[src/design/cl_regs_pkg.sv]
/*
 * Miner register block definitions
 * Shared widths, register map, FSM state and command opcode types
 * for the AXI4-Lite control path and the datapath register modules
 */

`default_nettype none

package cl_regs_pkg;

  // ------------------------------
  // Widths
  // ------------------------------
  localparam int addr_w     = 32;
  localparam int data_w     = 32;
  localparam int led_w      = 16;
  localparam int blk_cnt    = 16;
  // Slot index into the miner hash buffer
  localparam int hash_sel_w = $clog2(blk_cnt);
  localparam int tick_w     = 8;
  // Event count, also the load and watermark width
  localparam int cnt_w      = 16;

  // ------------------------------
  // Register map, byte addresses
  // ------------------------------
  localparam logic [addr_w-1:0] hello_addr         = 32'h0000_0500;
  localparam logic [addr_w-1:0] vled_addr          = 32'h0000_0504;
  // Miner command words
  localparam logic [addr_w-1:0] block_header_addr  = 32'h0000_0510;
  localparam logic [addr_w-1:0] matrix_addr        = 32'h0000_0514;
  localparam logic [addr_w-1:0] target_addr        = 32'h0000_0518;
  localparam logic [addr_w-1:0] nonce_size_addr    = 32'h0000_051C;
  localparam logic [addr_w-1:0] start_addr         = 32'h0000_0520;
  localparam logic [addr_w-1:0] stop_addr          = 32'h0000_0524;
  localparam logic [addr_w-1:0] hash_sel_addr      = 32'h0000_0528;
  // Miner results, read only
  localparam logic [addr_w-1:0] status_addr        = 32'h0000_0530;
  localparam logic [addr_w-1:0] nonce_addr         = 32'h0000_0534;
  localparam logic [addr_w-1:0] heavyhash_addr     = 32'h0000_0538;
  // Tick counter, ctrl bit 0 enable, bit 1 one-shot
  localparam logic [addr_w-1:0] cnt_ctrl_addr      = 32'h0000_0540;
  localparam logic [addr_w-1:0] tick_value_addr    = 32'h0000_0544;
  localparam logic [addr_w-1:0] cnt_load_addr      = 32'h0000_0548;
  localparam logic [addr_w-1:0] cnt_watermark_addr = 32'h0000_054C;
  localparam logic [addr_w-1:0] cnt_cmd_addr       = 32'h0000_0550;
  // Count in 15..0, watermark flag in 16
  localparam logic [addr_w-1:0] cnt_addr           = 32'h0000_0554;

  // ------------------------------
  // Other constants
  // ------------------------------
  localparam logic [data_w-1:0] unmapped_value = 32'hDEAD_BEEF;
  localparam logic [1:0]        resp_okay      = 2'b00;

  // ------------------------------
  // Types
  // ------------------------------
  typedef enum logic [1:0] {wr_idle, wr_data, wr_resp} wr_state_t;

  typedef enum logic [1:0] {rd_idle, rd_fetch, rd_resp} rd_state_t;

  // Opcode written to cnt_cmd_addr
  typedef enum logic [1:0] {
    cnt_nop   = 2'd0,
    cnt_clear = 2'd1,
    cnt_load  = 2'd2
  } cnt_op_t;

endpackage

`default_nettype wire

[src/design/axil_ctrl.sv]
/*
 * AXI4-Lite slave control
 * Single-beat write and read FSMs, always OKAY
 * Write beats go out as a one-cycle register write to the datapath,
 * reads are muxed by address and registered into rdata
 */

`timescale 1ns/1ps
`default_nettype none

module axil_ctrl import cl_regs_pkg::*;
(
  input  wire logic                  clk_main_a0,
  input  wire logic                  rst_main_n_sync,
  // AXI4-Lite slave
  input  wire logic                  awvalid,
  input  wire logic [addr_w-1:0]     awaddr,
  output logic                       awready,
  input  wire logic                  wvalid,
  input  wire logic [data_w-1:0]     wdata,
  // Byte strobes not honoured, all registers are full words
  input  wire logic [data_w/8-1:0]   wstrb,
  output logic                       wready,
  output logic                       bvalid,
  output logic [1:0]                 bresp,
  input  wire logic                  bready,
  input  wire logic                  arvalid,
  input  wire logic [addr_w-1:0]     araddr,
  output logic                       arready,
  output logic                       rvalid,
  output logic [data_w-1:0]          rdata,
  output logic [1:0]                 rresp,
  input  wire logic                  rready,
  // Register write toward datapath
  output logic                       reg_wr_en,
  output logic [addr_w-1:0]          reg_wr_addr,
  output logic [data_w-1:0]          reg_wr_data,
  // Read sources
  input  wire logic [data_w-1:0]     hello_swapped,
  input  wire logic [led_w-1:0]      vled_value,
  input  wire logic [data_w-1:0]     nonce_size_value,
  input  wire logic [hash_sel_w-1:0] hash_select_value,
  input  wire logic [1:0]            miner_status,
  input  wire logic [data_w-1:0]     nonce,
  input  wire logic [data_w-1:0]     heavyhash,
  input  wire logic [cnt_w-1:0]      cnt_value,
  input  wire logic                  cnt_ge_watermark,
  // Advance pulse to the miner
  output logic                       hash_re
);

  wr_state_t         wr_state;
  rd_state_t         rd_state;
  logic [addr_w-1:0] wr_addr;
  logic [addr_w-1:0] rd_addr;
  logic [data_w-1:0] rd_mux;

  // ------------------------------
  // Write path
  // ------------------------------
  always_ff @(posedge clk_main_a0)
  begin
    if (!rst_main_n_sync)
    begin
      wr_state <= wr_idle;
      wr_addr  <= '0;
    end
    else
    begin
      case (wr_state)
        wr_idle:
        begin
          // Capture address on AW handshake
          if (awvalid)
          begin
            wr_addr  <= awaddr;
            wr_state <= wr_data;
          end
        end
        wr_data:
          if (wvalid)
            wr_state <= wr_resp;
        wr_resp:
          if (bready)
            wr_state <= wr_idle;
        default:
          wr_state <= wr_idle;
      endcase
    end
  end

  assign awready = (wr_state == wr_idle);
  assign wready  = (wr_state == wr_data) && wvalid;
  assign bvalid  = (wr_state == wr_resp);
  assign bresp   = resp_okay;

  // One-cycle write strobe on the data beat
  assign reg_wr_en   = wready;
  assign reg_wr_addr = wr_addr;
  assign reg_wr_data = wdata;

  // ------------------------------
  // Read mux
  // ------------------------------
  always_comb
  begin
    case (rd_addr)
      hello_addr:      rd_mux = hello_swapped;
      vled_addr:       rd_mux = {{(data_w-led_w){1'b0}}, vled_value};
      nonce_size_addr: rd_mux = nonce_size_value;
      hash_sel_addr:   rd_mux = {{(data_w-hash_sel_w){1'b0}}, hash_select_value};
      status_addr:     rd_mux = {{(data_w-2){1'b0}}, miner_status};
      nonce_addr:      rd_mux = nonce;
      heavyhash_addr:  rd_mux = heavyhash;
      // Flag sits just above the count
      cnt_addr:        rd_mux = {{(data_w-cnt_w-1){1'b0}}, cnt_ge_watermark, cnt_value};
      default:         rd_mux = unmapped_value;
    endcase
  end

  // ------------------------------
  // Read path
  // ------------------------------
  always_ff @(posedge clk_main_a0)
  begin
    if (!rst_main_n_sync)
    begin
      rd_state <= rd_idle;
      rd_addr  <= '0;
      rdata    <= '0;
    end
    else
    begin
      case (rd_state)
        rd_idle:
        begin
          if (arvalid)
          begin
            rd_addr  <= araddr;
            rd_state <= rd_fetch;
          end
        end
        rd_fetch:
        begin
          rdata    <= rd_mux;
          rd_state <= rd_resp;
        end
        rd_resp:
          if (rready)
            rd_state <= rd_idle;
        default:
          rd_state <= rd_idle;
      endcase
    end
  end

  assign arready = (rd_state == rd_idle);
  assign rvalid  = (rd_state == rd_resp);
  assign rresp   = resp_okay;

  // Miner advances its result slot as the heavyhash word is sampled
  assign hash_re = (rd_state == rd_fetch) && (rd_addr == heavyhash_addr);

endmodule

`default_nettype wire

[src/design/cl_miner_regs.sv]
/*
 * Miner accelerator register block
 * AXI4-Lite slave control plus hello/LED, miner command
 * and tick counter register groups
 */

`timescale 1ns/1ps
`default_nettype none

module cl_miner_regs import cl_regs_pkg::*;
(
  input  wire logic                  clk_main_a0,
  input  wire logic                  rst_main_n_sync,
  // AXI4-Lite slave
  input  wire logic                  awvalid,
  input  wire logic [addr_w-1:0]     awaddr,
  output logic                       awready,
  input  wire logic                  wvalid,
  input  wire logic [data_w-1:0]     wdata,
  input  wire logic [data_w/8-1:0]   wstrb,
  output logic                       wready,
  output logic                       bvalid,
  output logic [1:0]                 bresp,
  input  wire logic                  bready,
  input  wire logic                  arvalid,
  input  wire logic [addr_w-1:0]     araddr,
  output logic                       arready,
  output logic                       rvalid,
  output logic [data_w-1:0]          rdata,
  output logic [1:0]                 rresp,
  input  wire logic                  rready,
  // Miner core
  output logic [data_w-1:0]          block_header,
  output logic                       block_header_we,
  output logic [data_w-1:0]          matrix_in,
  output logic                       matrix_we,
  output logic [data_w-1:0]          target,
  output logic                       target_we,
  output logic [data_w-1:0]          nonce_size,
  output logic                       start,
  output logic                       stop,
  output logic [hash_sel_w-1:0]      hash_select,
  output logic                       hash_re,
  input  wire logic [1:0]            miner_status,
  input  wire logic [data_w-1:0]     nonce,
  input  wire logic [data_w-1:0]     heavyhash,
  // Virtual DIP and LED
  input  wire logic [led_w-1:0]      vdip,
  output logic [led_w-1:0]           vled
);

  // Internal register write bus
  logic              reg_wr_en;
  logic [addr_w-1:0] reg_wr_addr;
  logic [data_w-1:0] reg_wr_data;
  // Readback
  logic [data_w-1:0] hello_swapped;
  logic [led_w-1:0]  vled_value;
  logic [cnt_w-1:0]  cnt_value;
  logic              cnt_ge_watermark;

  // ------------------------------
  // Bus control
  // ------------------------------
  axil_ctrl u_axil_ctrl (
    .clk_main_a0       (clk_main_a0),
    .rst_main_n_sync   (rst_main_n_sync),
    .awvalid           (awvalid),
    .awaddr            (awaddr),
    .awready           (awready),
    .wvalid            (wvalid),
    .wdata             (wdata),
    .wstrb             (wstrb),
    .wready            (wready),
    .bvalid            (bvalid),
    .bresp             (bresp),
    .bready            (bready),
    .arvalid           (arvalid),
    .araddr            (araddr),
    .arready           (arready),
    .rvalid            (rvalid),
    .rdata             (rdata),
    .rresp             (rresp),
    .rready            (rready),
    .reg_wr_en         (reg_wr_en),
    .reg_wr_addr       (reg_wr_addr),
    .reg_wr_data       (reg_wr_data),
    .hello_swapped     (hello_swapped),
    .vled_value        (vled_value),
    // Held miner settings read straight back
    .nonce_size_value  (nonce_size),
    .hash_select_value (hash_select),
    .miner_status      (miner_status),
    .nonce             (nonce),
    .heavyhash         (heavyhash),
    .cnt_value         (cnt_value),
    .cnt_ge_watermark  (cnt_ge_watermark),
    .hash_re           (hash_re)
  );

  // ------------------------------
  // Datapath register groups
  // ------------------------------
  led_status u_led_status (
    .clk_main_a0     (clk_main_a0),
    .rst_main_n_sync (rst_main_n_sync),
    .reg_wr_en       (reg_wr_en),
    .reg_wr_addr     (reg_wr_addr),
    .reg_wr_data     (reg_wr_data),
    .vdip            (vdip),
    .hello_swapped   (hello_swapped),
    .vled_value      (vled_value),
    .vled            (vled)
  );

  miner_cmd_regs u_miner_cmd_regs (
    .clk_main_a0     (clk_main_a0),
    .rst_main_n_sync (rst_main_n_sync),
    .reg_wr_en       (reg_wr_en),
    .reg_wr_addr     (reg_wr_addr),
    .reg_wr_data     (reg_wr_data),
    .block_header    (block_header),
    .block_header_we (block_header_we),
    .matrix_in       (matrix_in),
    .matrix_we       (matrix_we),
    .target          (target),
    .target_we       (target_we),
    .nonce_size      (nonce_size),
    .start           (start),
    .stop            (stop),
    .hash_select     (hash_select)
  );

  tick_counter u_tick_counter (
    .clk_main_a0      (clk_main_a0),
    .rst_main_n_sync  (rst_main_n_sync),
    .reg_wr_en        (reg_wr_en),
    .reg_wr_addr      (reg_wr_addr),
    .reg_wr_data      (reg_wr_data),
    .cnt_value        (cnt_value),
    .cnt_ge_watermark (cnt_ge_watermark)
  );

endmodule

`default_nettype wire

[src/design/led_status.sv]
/*
 * Hello scratch register and virtual LEDs
 * Hello word reads back byte-swapped; its low half drives the LEDs,
 * masked by the synchronized DIP switches
 */

`timescale 1ns/1ps
`default_nettype none

module led_status import cl_regs_pkg::*;
(
  input  wire logic              clk_main_a0,
  input  wire logic              rst_main_n_sync,
  input  wire logic              reg_wr_en,
  input  wire logic [addr_w-1:0] reg_wr_addr,
  input  wire logic [data_w-1:0] reg_wr_data,
  input  wire logic [led_w-1:0]  vdip,
  output logic [data_w-1:0]      hello_swapped,
  output logic [led_w-1:0]       vled_value,
  output logic [led_w-1:0]       vled
);

  logic [data_w-1:0] hello_q;
  logic [led_w-1:0]  vdip_q1;
  logic [led_w-1:0]  vdip_q2;

  // ------------------------------
  // Hello register
  // ------------------------------
  always_ff @(posedge clk_main_a0)
  begin
    if (!rst_main_n_sync)
      hello_q <= '0;
    else if (reg_wr_en && (reg_wr_addr == hello_addr))
      hello_q <= reg_wr_data;
  end

  // Byte order reversed on readback
  assign hello_swapped = {hello_q[7:0], hello_q[15:8], hello_q[23:16], hello_q[31:24]};

  // ------------------------------
  // LEDs
  // ------------------------------
  always_ff @(posedge clk_main_a0)
  begin
    if (!rst_main_n_sync)
    begin
      vled_value <= '0;
      vdip_q1    <= '0;
      vdip_q2    <= '0;
      vled       <= '0;
    end
    else
    begin
      // LED shadow of the hello low half
      vled_value <= hello_q[led_w-1:0];
      // Two-flop sync of the DIP inputs
      vdip_q1    <= vdip;
      vdip_q2    <= vdip_q1;
      vled       <= vled_value & vdip_q2;
    end
  end

endmodule

`default_nettype wire

[src/design/miner_cmd_regs.sv]
/*
 * Miner command registers
 * Latches header, matrix, target and nonce range words for the miner
 * core and issues one-cycle write, start and stop strobes
 */

`timescale 1ns/1ps
`default_nettype none

module miner_cmd_regs import cl_regs_pkg::*;
(
  input  wire logic              clk_main_a0,
  input  wire logic              rst_main_n_sync,
  input  wire logic              reg_wr_en,
  input  wire logic [addr_w-1:0] reg_wr_addr,
  input  wire logic [data_w-1:0] reg_wr_data,
  output logic [data_w-1:0]      block_header,
  output logic                   block_header_we,
  output logic [data_w-1:0]      matrix_in,
  output logic                   matrix_we,
  output logic [data_w-1:0]      target,
  output logic                   target_we,
  output logic [data_w-1:0]      nonce_size,
  output logic                   start,
  output logic                   stop,
  output logic [hash_sel_w-1:0]  hash_select
);

  logic hit_header;
  logic hit_matrix;
  logic hit_target;
  logic hit_nonce_size;
  logic hit_start;
  logic hit_stop;
  logic hit_hash_sel;

  // ------------------------------
  // Address decode
  // ------------------------------
  assign hit_header     = reg_wr_en && (reg_wr_addr == block_header_addr);
  assign hit_matrix     = reg_wr_en && (reg_wr_addr == matrix_addr);
  assign hit_target     = reg_wr_en && (reg_wr_addr == target_addr);
  assign hit_nonce_size = reg_wr_en && (reg_wr_addr == nonce_size_addr);
  assign hit_start      = reg_wr_en && (reg_wr_addr == start_addr);
  assign hit_stop       = reg_wr_en && (reg_wr_addr == stop_addr);
  assign hit_hash_sel   = reg_wr_en && (reg_wr_addr == hash_sel_addr);

  // ------------------------------
  // Data words
  // ------------------------------
  // Held after the strobe so the miner can sample late
  always_ff @(posedge clk_main_a0)
  begin
    if (!rst_main_n_sync)
    begin
      block_header <= '0;
      matrix_in    <= '0;
      target       <= '0;
      nonce_size   <= '0;
      hash_select  <= '0;
    end
    else
    begin
      if (hit_header)
        block_header <= reg_wr_data;
      if (hit_matrix)
        matrix_in <= reg_wr_data;
      if (hit_target)
        target <= reg_wr_data;
      if (hit_nonce_size)
        nonce_size <= reg_wr_data;
      // Upper bits dropped
      if (hit_hash_sel)
        hash_select <= reg_wr_data[hash_sel_w-1:0];
    end
  end

  // ------------------------------
  // Strobes
  // ------------------------------
  // High for one cycle after the matching beat
  always_ff @(posedge clk_main_a0)
  begin
    if (!rst_main_n_sync)
    begin
      block_header_we <= 1'b0;
      matrix_we       <= 1'b0;
      target_we       <= 1'b0;
      start           <= 1'b0;
      stop            <= 1'b0;
    end
    else
    begin
      block_header_we <= hit_header;
      matrix_we       <= hit_matrix;
      target_we       <= hit_target;
      // Start and stop carry no data
      start           <= hit_start;
      stop            <= hit_stop;
    end
  end

endmodule

`default_nettype wire

[src/design/tick_counter.sv]
/*
 * Prescaled tick counter
 * Prescaler wraps at the tick value, each wrap bumps a 16-bit count;
 * clear and load commands, one-shot saturation and a watermark flag
 */

`timescale 1ns/1ps
`default_nettype none

module tick_counter import cl_regs_pkg::*;
(
  input  wire logic              clk_main_a0,
  input  wire logic              rst_main_n_sync,
  input  wire logic              reg_wr_en,
  input  wire logic [addr_w-1:0] reg_wr_addr,
  input  wire logic [data_w-1:0] reg_wr_data,
  output logic [cnt_w-1:0]       cnt_value,
  output logic                   cnt_ge_watermark
);

  logic              cnt_enable;
  logic              cnt_oneshot;
  logic [tick_w-1:0] tick_value;
  logic [cnt_w-1:0]  load_value;
  logic [cnt_w-1:0]  watermark;
  logic [tick_w-1:0] prescale;
  logic              tick;
  logic              cmd_hit;
  cnt_op_t           cmd_op;

  assign cmd_hit = reg_wr_en && (reg_wr_addr == cnt_cmd_addr);
  assign cmd_op  = cnt_op_t'(reg_wr_data[1:0]);
  // Prescaler wrap point
  assign tick    = (prescale >= tick_value);

  // ------------------------------
  // Control registers
  // ------------------------------
  always_ff @(posedge clk_main_a0)
  begin
    if (!rst_main_n_sync)
    begin
      cnt_enable  <= 1'b0;
      cnt_oneshot <= 1'b0;
      tick_value  <= '0;
      load_value  <= '0;
      watermark   <= '0;
    end
    else if (reg_wr_en)
    begin
      case (reg_wr_addr)
        cnt_ctrl_addr:
        begin
          cnt_enable  <= reg_wr_data[0];
          cnt_oneshot <= reg_wr_data[1];
        end
        tick_value_addr:    tick_value <= reg_wr_data[tick_w-1:0];
        cnt_load_addr:      load_value <= reg_wr_data[cnt_w-1:0];
        cnt_watermark_addr: watermark  <= reg_wr_data[cnt_w-1:0];
        default:            ;
      endcase
    end
  end

  // ------------------------------
  // Prescaler and count
  // ------------------------------
  always_ff @(posedge clk_main_a0)
  begin
    if (!rst_main_n_sync)
    begin
      prescale  <= '0;
      cnt_value <= '0;
    end
    else if (cmd_hit && (cmd_op == cnt_clear))
    begin
      prescale  <= '0;
      cnt_value <= '0;
    end
    else if (cmd_hit && (cmd_op == cnt_load))
      cnt_value <= load_value;
    else if (cnt_enable)
    begin
      prescale <= tick ? '0 : prescale + 1'b1;
      // One-shot holds at full scale
      if (tick && !(cnt_oneshot && (cnt_value == {cnt_w{1'b1}})))
        cnt_value <= cnt_value + 1'b1;
    end
  end

  assign cnt_ge_watermark = (cnt_value >= watermark);

endmodule

`default_nettype wire

[config.mk]
export PLATFORM = sky130hd
export DESIGN_NAME = cl_miner_regs
export DESIGN_NICKNAME = d
export VERILOG_FILES = /design/src/design/cl_regs_pkg.sv /design/src/design/axil_ctrl.sv /design/src/design/cl_miner_regs.sv /design/src/design/led_status.sv /design/src/design/miner_cmd_regs.sv /design/src/design/tick_counter.sv
export SDC_FILE = /design/constraint.sdc
export NUM_CORES = 1
export LEC_CHECK = 0
export ABC_CLOCK_PERIOD_IN_PS = 2600
export BUFFER_PORTS_ARGS = -buffer_cell sky130_fd_sc_hd__buf_2
export CAP_MARGIN = 10
export CORE_UTILIZATION = 48
export DETAILED_ROUTE_END_ITERATION = 8
export GPL_ROUTABILITY_DRIVEN = 0
export PLACE_DENSITY = 0.83
export SLEW_MARGIN = 40
export SYNTH_ARGS = -nofsm -noshare
export SYNTH_HDL_FRONTEND = slang
export SYNTH_SLANG_ARGS = --single-unit
[constraint.sdc]
create_clock -name clk_main_a0 -period 2.6 [get_ports clk_main_a0]
set_clock_uncertainty 0.2 [all_clocks]
set_input_delay 0.52 -clock clk_main_a0 [delete_from_list [all_inputs] [get_ports clk_main_a0]]
set_output_delay 0.52 -clock clk_main_a0 [all_outputs]
set_load 0.03 [all_outputs]
After elaboration in Yosys (flattened, before gate mapping)
Cells that the tools add are included.

cells by class
  magnitude comparators = 2
  add/subtract/negate cells = 2
  div/mod/pow operators = 0
  multipliers = 0
  shift operators = 0
  bitwise operators = 3
  reductions and logical operators = 31
  equal/unequal tests = 33
  mux-type cells = 12

operators with widths
  cell                                                                number
  32-bit by 11-bit == test with 1-bit output (second input constant)  21
  32-bit case mux with 8 select lines                                 1
  16-bit two-way mux                                                  3
  2-bit AND reduction                                                 9
  16-bit by 1-bit adder with 16-bit output (second input constant)    1
  16-bit AND                                                          1
  16-bit == test (second input constant)                              1
  16-bit greater-or-equal comparator                                  1
  1-bit logical AND                                                   15
  2-bit case mux with 3 select lines                                  2
  2-bit two-way mux                                                   5
  8-bit by 1-bit adder with 8-bit output (second input constant)      1
  8-bit greater-or-equal comparator                                   1
  8-bit two-way mux                                                   1
  2-bit by 1-bit == test with 1-bit output (second input constant)    3
  2-bit == test (second input constant)                               3
  2-bit != test (second input constant)                               3
  2-bit zero test                                                     2
  2-bit by 1-bit != test with 1-bit output (second input constant)    2
  2-bit nonzero test                                                  2
  3-bit AND reduction                                                 1
  1-bit NOT                                                           2
  2-bit OR reduction                                                  1
  1-bit zero test                                                     1

storage, ports and cells
  memories = 0
  register bits after elaboration = 399
  latch bits = 0
  input port bits = 189
  RAM bits = 0
  word-level logic and storage cells = 110
  memory bits (read-only) = 0
  output and inout bits = 195

Longest topological paths before layout
Gate-level depths: netlist of run 1.

  word-level depth = 7
  depth in mapped cells = 9
  gate-level depth less buffers = 9

Modules after synthesis
Synthesis of run 1 repeated with hierarchy kept, for this count alone.

unflattened totals
  cell total of the unflattened synthesis = 1802
  area, all modules = 16869.9 um2

by module, submodules not included
  module          times used  area an instance (um2)  cells an instance
  miner_cmd_regs  1           5270.1                  504
  axil_ctrl       1           4968.5                  600
  tick_counter    1           3595.9                  415
  led_status      1           3035.4                  283

Worst setup path before layout of run 1
Ideal clock, no wire load.

  kind = flip-flop to output port
  start = register u_axil_ctrl.rd_addr[0]
  end = output port hash_re
  stages on the path, launching flop included = 8
  required time = 1.880 ns
  path slack = -0.269 ns
  path buffers = 2
  arrival time = 2.149 ns
  cells stage by stage = dfxtp_1 nor4b_2 nand4_1 or3_4 nor2_1 buf_2 clkbuf_1 and2_1

on the way
  longest elaborated chain between the ends = 2

RTL lines
  item                                        line                 RTL
  start, declared                             axil_ctrl.sv:55      logic [addr_w-1:0] rd_addr;
  start signal, assigned                      axil_ctrl.sv:139     rd_addr <= araddr;
  32-bit by 11-bit == test with 1-bit output  axil_ctrl.sv:162     assign hash_re = (rd_state == rd_fetch) && (rd_addr == heavyhash_addr);
  1-bit logical AND                           axil_ctrl.sv:162
  end, declared                               cl_miner_regs.sv:43  output logic hash_re,

Every way passes these cells.

Worst setup path after layout of run 1
  start = register u_axil_ctrl.rd_addr[21]
  end = output port hash_re

The elaborated chain is that of the path after synthesis.

==> flow_summary.toml, run 1 <==
[run_status]
violations = "setup timing"
status = "finished with violations"

[power]
internal-power_mw = 10.1
p_leak_nw = 8.27
irDropWorstVdd_uv = 494
share_seq_of_total_power_pct = 47.9
p_comb_share_pct = 6.5
p_per_area_nw_per_um2 = 656
total_power_mw = 13.2
p_sw_share_pct = 23.5
p_sw_mw = 3.10
p_clk_share_pct = 45.7

[yosys]
syn_area_um2 = 15400
synthTopCellsByCount = "570 x nand2_1, 399 x dfxtp_1, 283 x a21oi_1, 112 x clkbuf_1, 54 x and2_1"
yosys.area_share.simple_pct = 23.2
synthAdderAreaFrac_pct = 2.11
synth_mux_area_share_pct = 1.45
synth_edf_count = 0
synth_top_area_share_pct = 51.9
synth_seq_cells = 399
synth_top_cell_by_area = "dfxtp_1"
post-synth-top-count-cell = "nand2_1"
async_reset_ff_share_pct = 0
synth_compound_area_share_pct = 16.0
synthFlopType = "dfxtp_1"
synth_cell_type_count = 62
yosysSeqAreaShare_pct = 51.9
synth_top_family_by_area = "simple AND/OR/NAND/NOR gates"
syn_inst = 1868
postSynthAreaPerCell_um2 = 8.25
synth-xor-area-share_pct = 1.02
ys_top_cells_by_area = "dfxtp_1 52%, nand2_1 14%, a21oi_1 9.2%"
ys_warn_count = 0

[die]
die_y_um = 181
dieArea_um2 = 32800
start_util_pct = 48.8
coreArea_um2 = 31600
die_x_um = 181
num_io_pins = 384
rows = 65

[layout]
post-route-util_pct = 63.8
fillCellCount = 2486
syn2layout_area_growth_pct = 30.8
fin_cells = 2706
num-nets-final = 2488
fin_area_um2 = 20100
drive_gt1_share_pct = 25.4

[critical_path]
path_class = "register to output port"
worstSetupStartpointType = "register"
worstPathRequired_ns = 1.88
cp.arrival_ns = 2.19
endpoint_kind = "output port"
cp_max_fo = 2

[timing]
slew_violations = 0
period_share_pct = 112
fin_crit_ns = 2.91
hold_viol = 0
fmax_ghz = 0.344
rsz0062_at_grt = "yes"
setup_ws_ns = -0.306
slew_headroom_pct = 50.7
hold_ws_ns = 0.0112
finalSetupViolations = 33
tightest_slew_ns = 0.739

[clocking]
clk-insertion-delay-late_ns = 0.56
ctsLongestPathBuffers = 3
cts_buffers = 41
cts_sinks = 399
htreeDepth = 2
path_clk_slew_ns = 0.06
cts_tree = "yes"
root_buffer = "clkbuf_16"

[global_route]
grt_max_degree = 109
first_global_vias = 14600
overflow = 0
grt_pass1_wl_mm = 80.2
grt_use_total_pct = 31.0
antenna_found_initial = 1

[routing]
drt-total-wl_mm = 52.9
routed_via_density = 5.77
ant_nets = 0
wl_per_cell_um = 19.6
num_vias = 15600
dr.pass1.iters = 9
drt-initial-drc-count = 1765
drc_errors = 0

[placement]
placed_cell_area_um2 = 18000
dp_cells = 2583
place_hpwl_mm = 35.4
port_buffers = 375

[worst_hold_path]
hold_class = "input pin to register"

[flow_run]
max_cap_viol_count = 0
[layout make-up]
type | count | area [um^2] | area share, %
inverters | 34 | 135 | 0.671
diodes | 1 | 2.50 | 0.0124
repair buffers | 489 | 3140 | 15.6
clock buffers | 61 | 1210 | 6.01
well taps | 402 | 503 | 2.50
flip-flops and latches | 399 | 7990 | 39.7
multi-input cells | 1308 | 6980 | 34.7
clock inverters | 12 | 180 | 0.894
[per-layer routing]
metal	global-route usage, %	routed length [um]	vias up	share of wire (%)
li1	-	-	7139	-
met1	39.7	20600	7266	39
met2	49.5	23700	1019	45
met3	6.59	5850	181	11
met4	15.4	2780	0	5.3
met5	0	0	-	0
[cell families (layout without fill, tap and decap cells)]
kind of cell | Yosys count | after routing
buffers and inverters | 164 | 596
and+or+nand+nor | 813 | 813
muxes | 22 | 22
other | 1 | 5
DFF | 399 | 399
xor gates and xnor gates | 18 | 18
adders and majority gates | 26 | 26
AOI/OAI and AO/OA | 425 | 425
[metrics by stage]
step	TNS, ns	setup WS, ns
floorplan	0	0.0306
global placement	-0.552	-0.0505
detailed placement	-2.87	-0.140
CTS	-4.52	-0.313
global route	-11.92	-0.396
finish	-7.53	-0.306
[worst paths after layout]
check                                                           from                                    to  slack [ns]  cells past startpoint
worst max register to register  u_axil_ctrl.rd_addr[21]$_SDFFE_PN0P_     u_axil_ctrl.rdata[8]$_SDFFE_PN0P_       -0.28                     11
worst min-delay path                                      araddr[21]  u_axil_ctrl.rd_addr[21]$_SDFFE_PN0P_        0.01                      3
worst min register to register   u_led_status.vdip_q1[11]$_SDFF_PN0_   u_led_status.vdip_q2[11]$_SDFF_PN0_        0.23                      1
worst max-delay path            u_axil_ctrl.rd_addr[21]$_SDFFE_PN0P_                               hash_re       -0.31                      7
[worst max-delay path, stage by stage (launching register included)]
cell	delay, ns
dfxtp_2	0.34
nor4_4	0.28
nand4_1	0.14
or3_4	0.38
nor2_4	0.10
buf_6	0.12
and2_4	0.16
buf_6	0.13
[power by group through the flow]
stage	Combinational (mW)	Clock, mW	Sequential (mW)
2_1_floorplan	0.358	0	6.47
3_3_place_gp	0.756	0	6.43
3_5_place_dp	0.770	0	6.44
4_1_cts	0.817	6.07	6.31
5_1_grt	0.912	6.34	6.33
6_report	0.852	6.03	6.32
[sequential cells by signal, indices dropped and copies added, names as in the netlist, 2 cells and up]
signal / count
u_miner_cmd_regs.nonce_size: 32
u_axil_ctrl.rd_state: 2
u_led_status.vled_value: 16
u_tick_counter.prescale: 8
u_miner_cmd_regs.matrix_in: 32
u_led_status.vled: 16
u_axil_ctrl.rd_addr: 32
u_led_status.vdip_q1: 16
u_axil_ctrl.reg_wr_addr: 32
u_miner_cmd_regs.hash_select: 4
u_tick_counter.tick_value: 8
u_tick_counter.cnt_value: 16
u_led_status.hello_q: 32
u_led_status.vdip_q2: 16
u_tick_counter.load_value: 16
u_axil_ctrl.rdata: 32
u_miner_cmd_regs.block_header: 32
u_axil_ctrl.wr_state: 2
u_tick_counter.watermark: 16
u_miner_cmd_regs.target: 32
[cells in the final DEF, fill, tap and decap left out, types with 5 or more instances in the layout]
| master | instances |
|---|---|
| and2_1 | 53 |
| a222oi_1 | 31 |
| a221oi_2 | 10 |
| buf_4 | 65 |
| mux2i_1 | 20 |
| ha_1 | 26 |
| nand3_1 | 24 |
| buf_12 | 18 |
| nand2b_1 | 8 |
| a21o_1 | 8 |
| buf_6 | 8 |
| nor4_1 | 5 |
| clkinv_2 | 6 |
| clkbuf_16 | 42 |
| dfxtp_1 | 395 |
| nor3_1 | 20 |
| a21oi_1 | 283 |
| nor2_2 | 5 |
| nor4_4 | 5 |
| xnor2_1 | 13 |
| buf_2 | 374 |
| nand4_1 | 20 |
| a221oi_1 | 6 |
| clkbuf_8 | 11 |
| inv_1 | 33 |
| o21ai_0 | 40 |
| a31oi_1 | 19 |
| nor2_1 | 43 |
| xor2_1 | 5 |
| nor2b_1 | 6 |
| o21ai_1 | 5 |
| dlygate4sd3_1 | 19 |
| and3_1 | 19 |
| clkbuf_1 | 9 |
| nand2_1 | 569 |
[timing repair]
action                     4_1_cts  5_1_grt
pin swaps                       49       19
gates cloned                     5        1
hold endpoints to repair        19        0
setup endpoints to repair       34      102
gates resized for setup         42       14
hold buffers                    19        0
buffers inserted                39        5
Note: power is estimated with default switching activity, not from simulation.
==> run 2: changes to the inputs <==
==> constraint.sdc (replaced) <==
create_clock -name clk_main_a0 -period 2.6 [get_ports clk_main_a0]
set_clock_uncertainty 0.2 [all_clocks]
set_input_delay 0.52 -clock clk_main_a0 [delete_from_list [all_inputs] [get_ports clk_main_a0]]
set_output_delay 0.52 -clock clk_main_a0 [all_outputs]
set_load 0.02 [all_outputs]
==> flow_summary.toml, run 2 (synthesized netlist as in run 1, its figures left out) <==
[critical_path]
reg2reg_to = "u_axil_ctrl.rdata[16]$_SDFFE_PN0P_"
critPathSlowestCell = "or3_4"
worstPathRequired_ns = 1.88
reg2reg_from = "u_axil_ctrl.rd_addr[17]$_SDFFE_PN0P_"
cpLargestDelayFamily = "simple AND/OR/NAND/NOR gates"
endpoint_kind = "output port"
worstSetupStartpointType = "register"
r2r_slack_ns = -0.25
cp.arrival_ns = 2.14
slowest_delay_ns = 0.40
cp.depth = 6
cp_max_fo = 2
cp_num_buf_inv = 1
cp_cell_sequence = "nor4_1 > nand4_1 > or3_4 > nor2_4 > and2_4 > buf_6"
worst_r2r_path_depth = 10
path_class = "register to output port"

[clocking]
root_buffer = "clkbuf_16"
ctsLongestPathBuffers = 3
clk-insertion-delay-late_ns = 0.54
cts_sinks = 399
cts_buffers = 40
htreeDepth = 2
path_clk_slew_ns = 0.06
cts_tree = "yes"

[layout]
final_common_cell = "nand2_1"
num-nets-final = 2472
fin_area_um2 = 20000
drive_gt1_share_pct = 25.5
mostFrequentLayoutCells = "561 x nand2_1, 396 x dfxtp_1, 374 x buf_2"
syn2layout_area_growth_pct = 29.6
fillCellCount = 2508
post-route-util_pct = 63.3

[routing]
wl_per_cell_um = 19.4
routed_via_density = 5.77
num_vias = 15500
drc_errors = 0
dr.pass1.iters = 9
ant_nets = 0
drt-initial-drc-count = 1879
drt-total-wl_mm = 52.3

[global_route]
overflow = 0
first_global_vias = 14500
grt_use_total_pct = 30.2
grt_max_degree = 111
grt_pass1_wl_mm = 78.5
antenna_found_initial = 1

[placement]
place_hpwl_mm = 35.5
port_buffers = 375
placed_cell_area_um2 = 18000

[die]
dieArea_um2 = 32800
die_y_um = 181
die_x_um = 181
coreArea_um2 = 31600
start_util_pct = 48.8
num_io_pins = 384
rows = 65

[power]
p_sw_mw = 3.05
irDropWorstVdd_uv = 488
p_sw_share_pct = 23.3
internal-power_mw = 10.1
p_comb_share_pct = 6.0
share_seq_of_total_power_pct = 48.2
p_leak_nw = 8.22
p_clk_share_pct = 45.8
total_power_mw = 13.1
p_per_area_nw_per_um2 = 657

[timing]
period_share_pct = 110
rsz0062_at_grt = "yes"
fin_crit_ns = 2.86
hold_ws_ns = 0.00622
slew_headroom_pct = 57.9
setup_ws_ns = -0.255
fmax_ghz = 0.350
slew_violations = 0
tightest_slew_ns = 0.631
hold_viol = 0
finalSetupViolations = 33

[flow_run]
max_cap_viol_count = 0

[worst_hold_path]
hold_depth = 2
hold_class = "input pin to register"
min_to = "u_led_status.vdip_q1[8]$_SDFF_PN0_"
min_from = "vdip[8]"

[run_status]
violations = "setup timing"
status = "finished with violations"
-- run 2: cell types whose count changed in the layout (fill, tap and decap cells not counted), sizes merged --
cell	delta
bufinv	+2
inv	-1
dlygate4sd3	-8
clkinv	+5
clkbuf	-7
buf	-7
clkinvlp	+2
-- run 2: power groups by stage --
stage	Sequential [mW]	Clock, mW	Combinational [mW]
2_1_floorplan	6.45	0	0.351
3_3_place_gp	6.43	0	0.721
3_5_place_dp	6.44	0	0.733
4_1_cts	6.31	6.05	0.762
5_1_grt	6.32	6.31	0.850
6_report	6.31	6.01	0.789
-- run 2: worst max-delay path by stage --
stage                                               startpoint                            endpoint  slack, ns
final                     u_axil_ctrl.rd_addr[17]$_SDFFE_PN0P_                             hash_re      -0.26
after global placement    u_axil_ctrl.rd_addr[23]$_SDFFE_PN0P_  u_axil_ctrl.rdata[16]$_SDFFE_PN0P_      -0.04
after detailed placement  u_axil_ctrl.rd_addr[23]$_SDFFE_PN0P_  u_axil_ctrl.rdata[30]$_SDFFE_PN0P_      -0.11
after CTS                 u_axil_ctrl.rd_addr[21]$_SDFFE_PN0P_                             hash_re      -0.24
after floorplan            u_axil_ctrl.rd_addr[0]$_SDFFE_PN0P_                             hash_re       0.03
after global routing       u_axil_ctrl.rd_addr[0]$_SDFFE_PN0P_                             hash_re      -0.34
-- run 2: area by class of cell --
class,instances,area [um^2],area share (%)
timing repair buffer,474,2970,14.9
inverter,34,135,0.677
clock buffer,54,1110,5.58
multi-input combinational,1308,6990,35.0
clock inverter,20,260,1.30
sequential,399,7990,40.0
antenna,1,2.50,0.0125
tap,402,503,2.52
-- run 2: metrics by stage --
stage               TNS [ns]  cells  setup WS (ns)
floorplan                  0   1871         0.0281
global placement      -0.435   2587        -0.0426
detailed placement     -1.41   2587         -0.106
CTS                    -4.11   2687         -0.239
global route           -8.96   2692         -0.344
finish                 -5.48   2692         -0.255
-- run 2: repair_timing --
item                                    in CTS  in global routing
endpoints found under the setup margin      33                111
setup buffers                               15                  3
endpoints found under the hold margin       11                  0
hold buffers                                11                  0
gates cloned                                 4                  1
pin swaps                                   10                 46
resized for setup                           32                 28
-- run 2: layer usage --
| layer | routed length (um) | vias to the layer above | track usage (%) |
|---|---|---|---|
| met4 | 2940 | 0 | 15.9 |
| met3 | 5520 | 199 | 6.01 |
| met1 | 20200 | 7171 | 38.3 |
| met5 | 0 | - | 0 |
| met2 | 23600 | 1039 | 48.7 |
| li1 | - | 7127 | - |
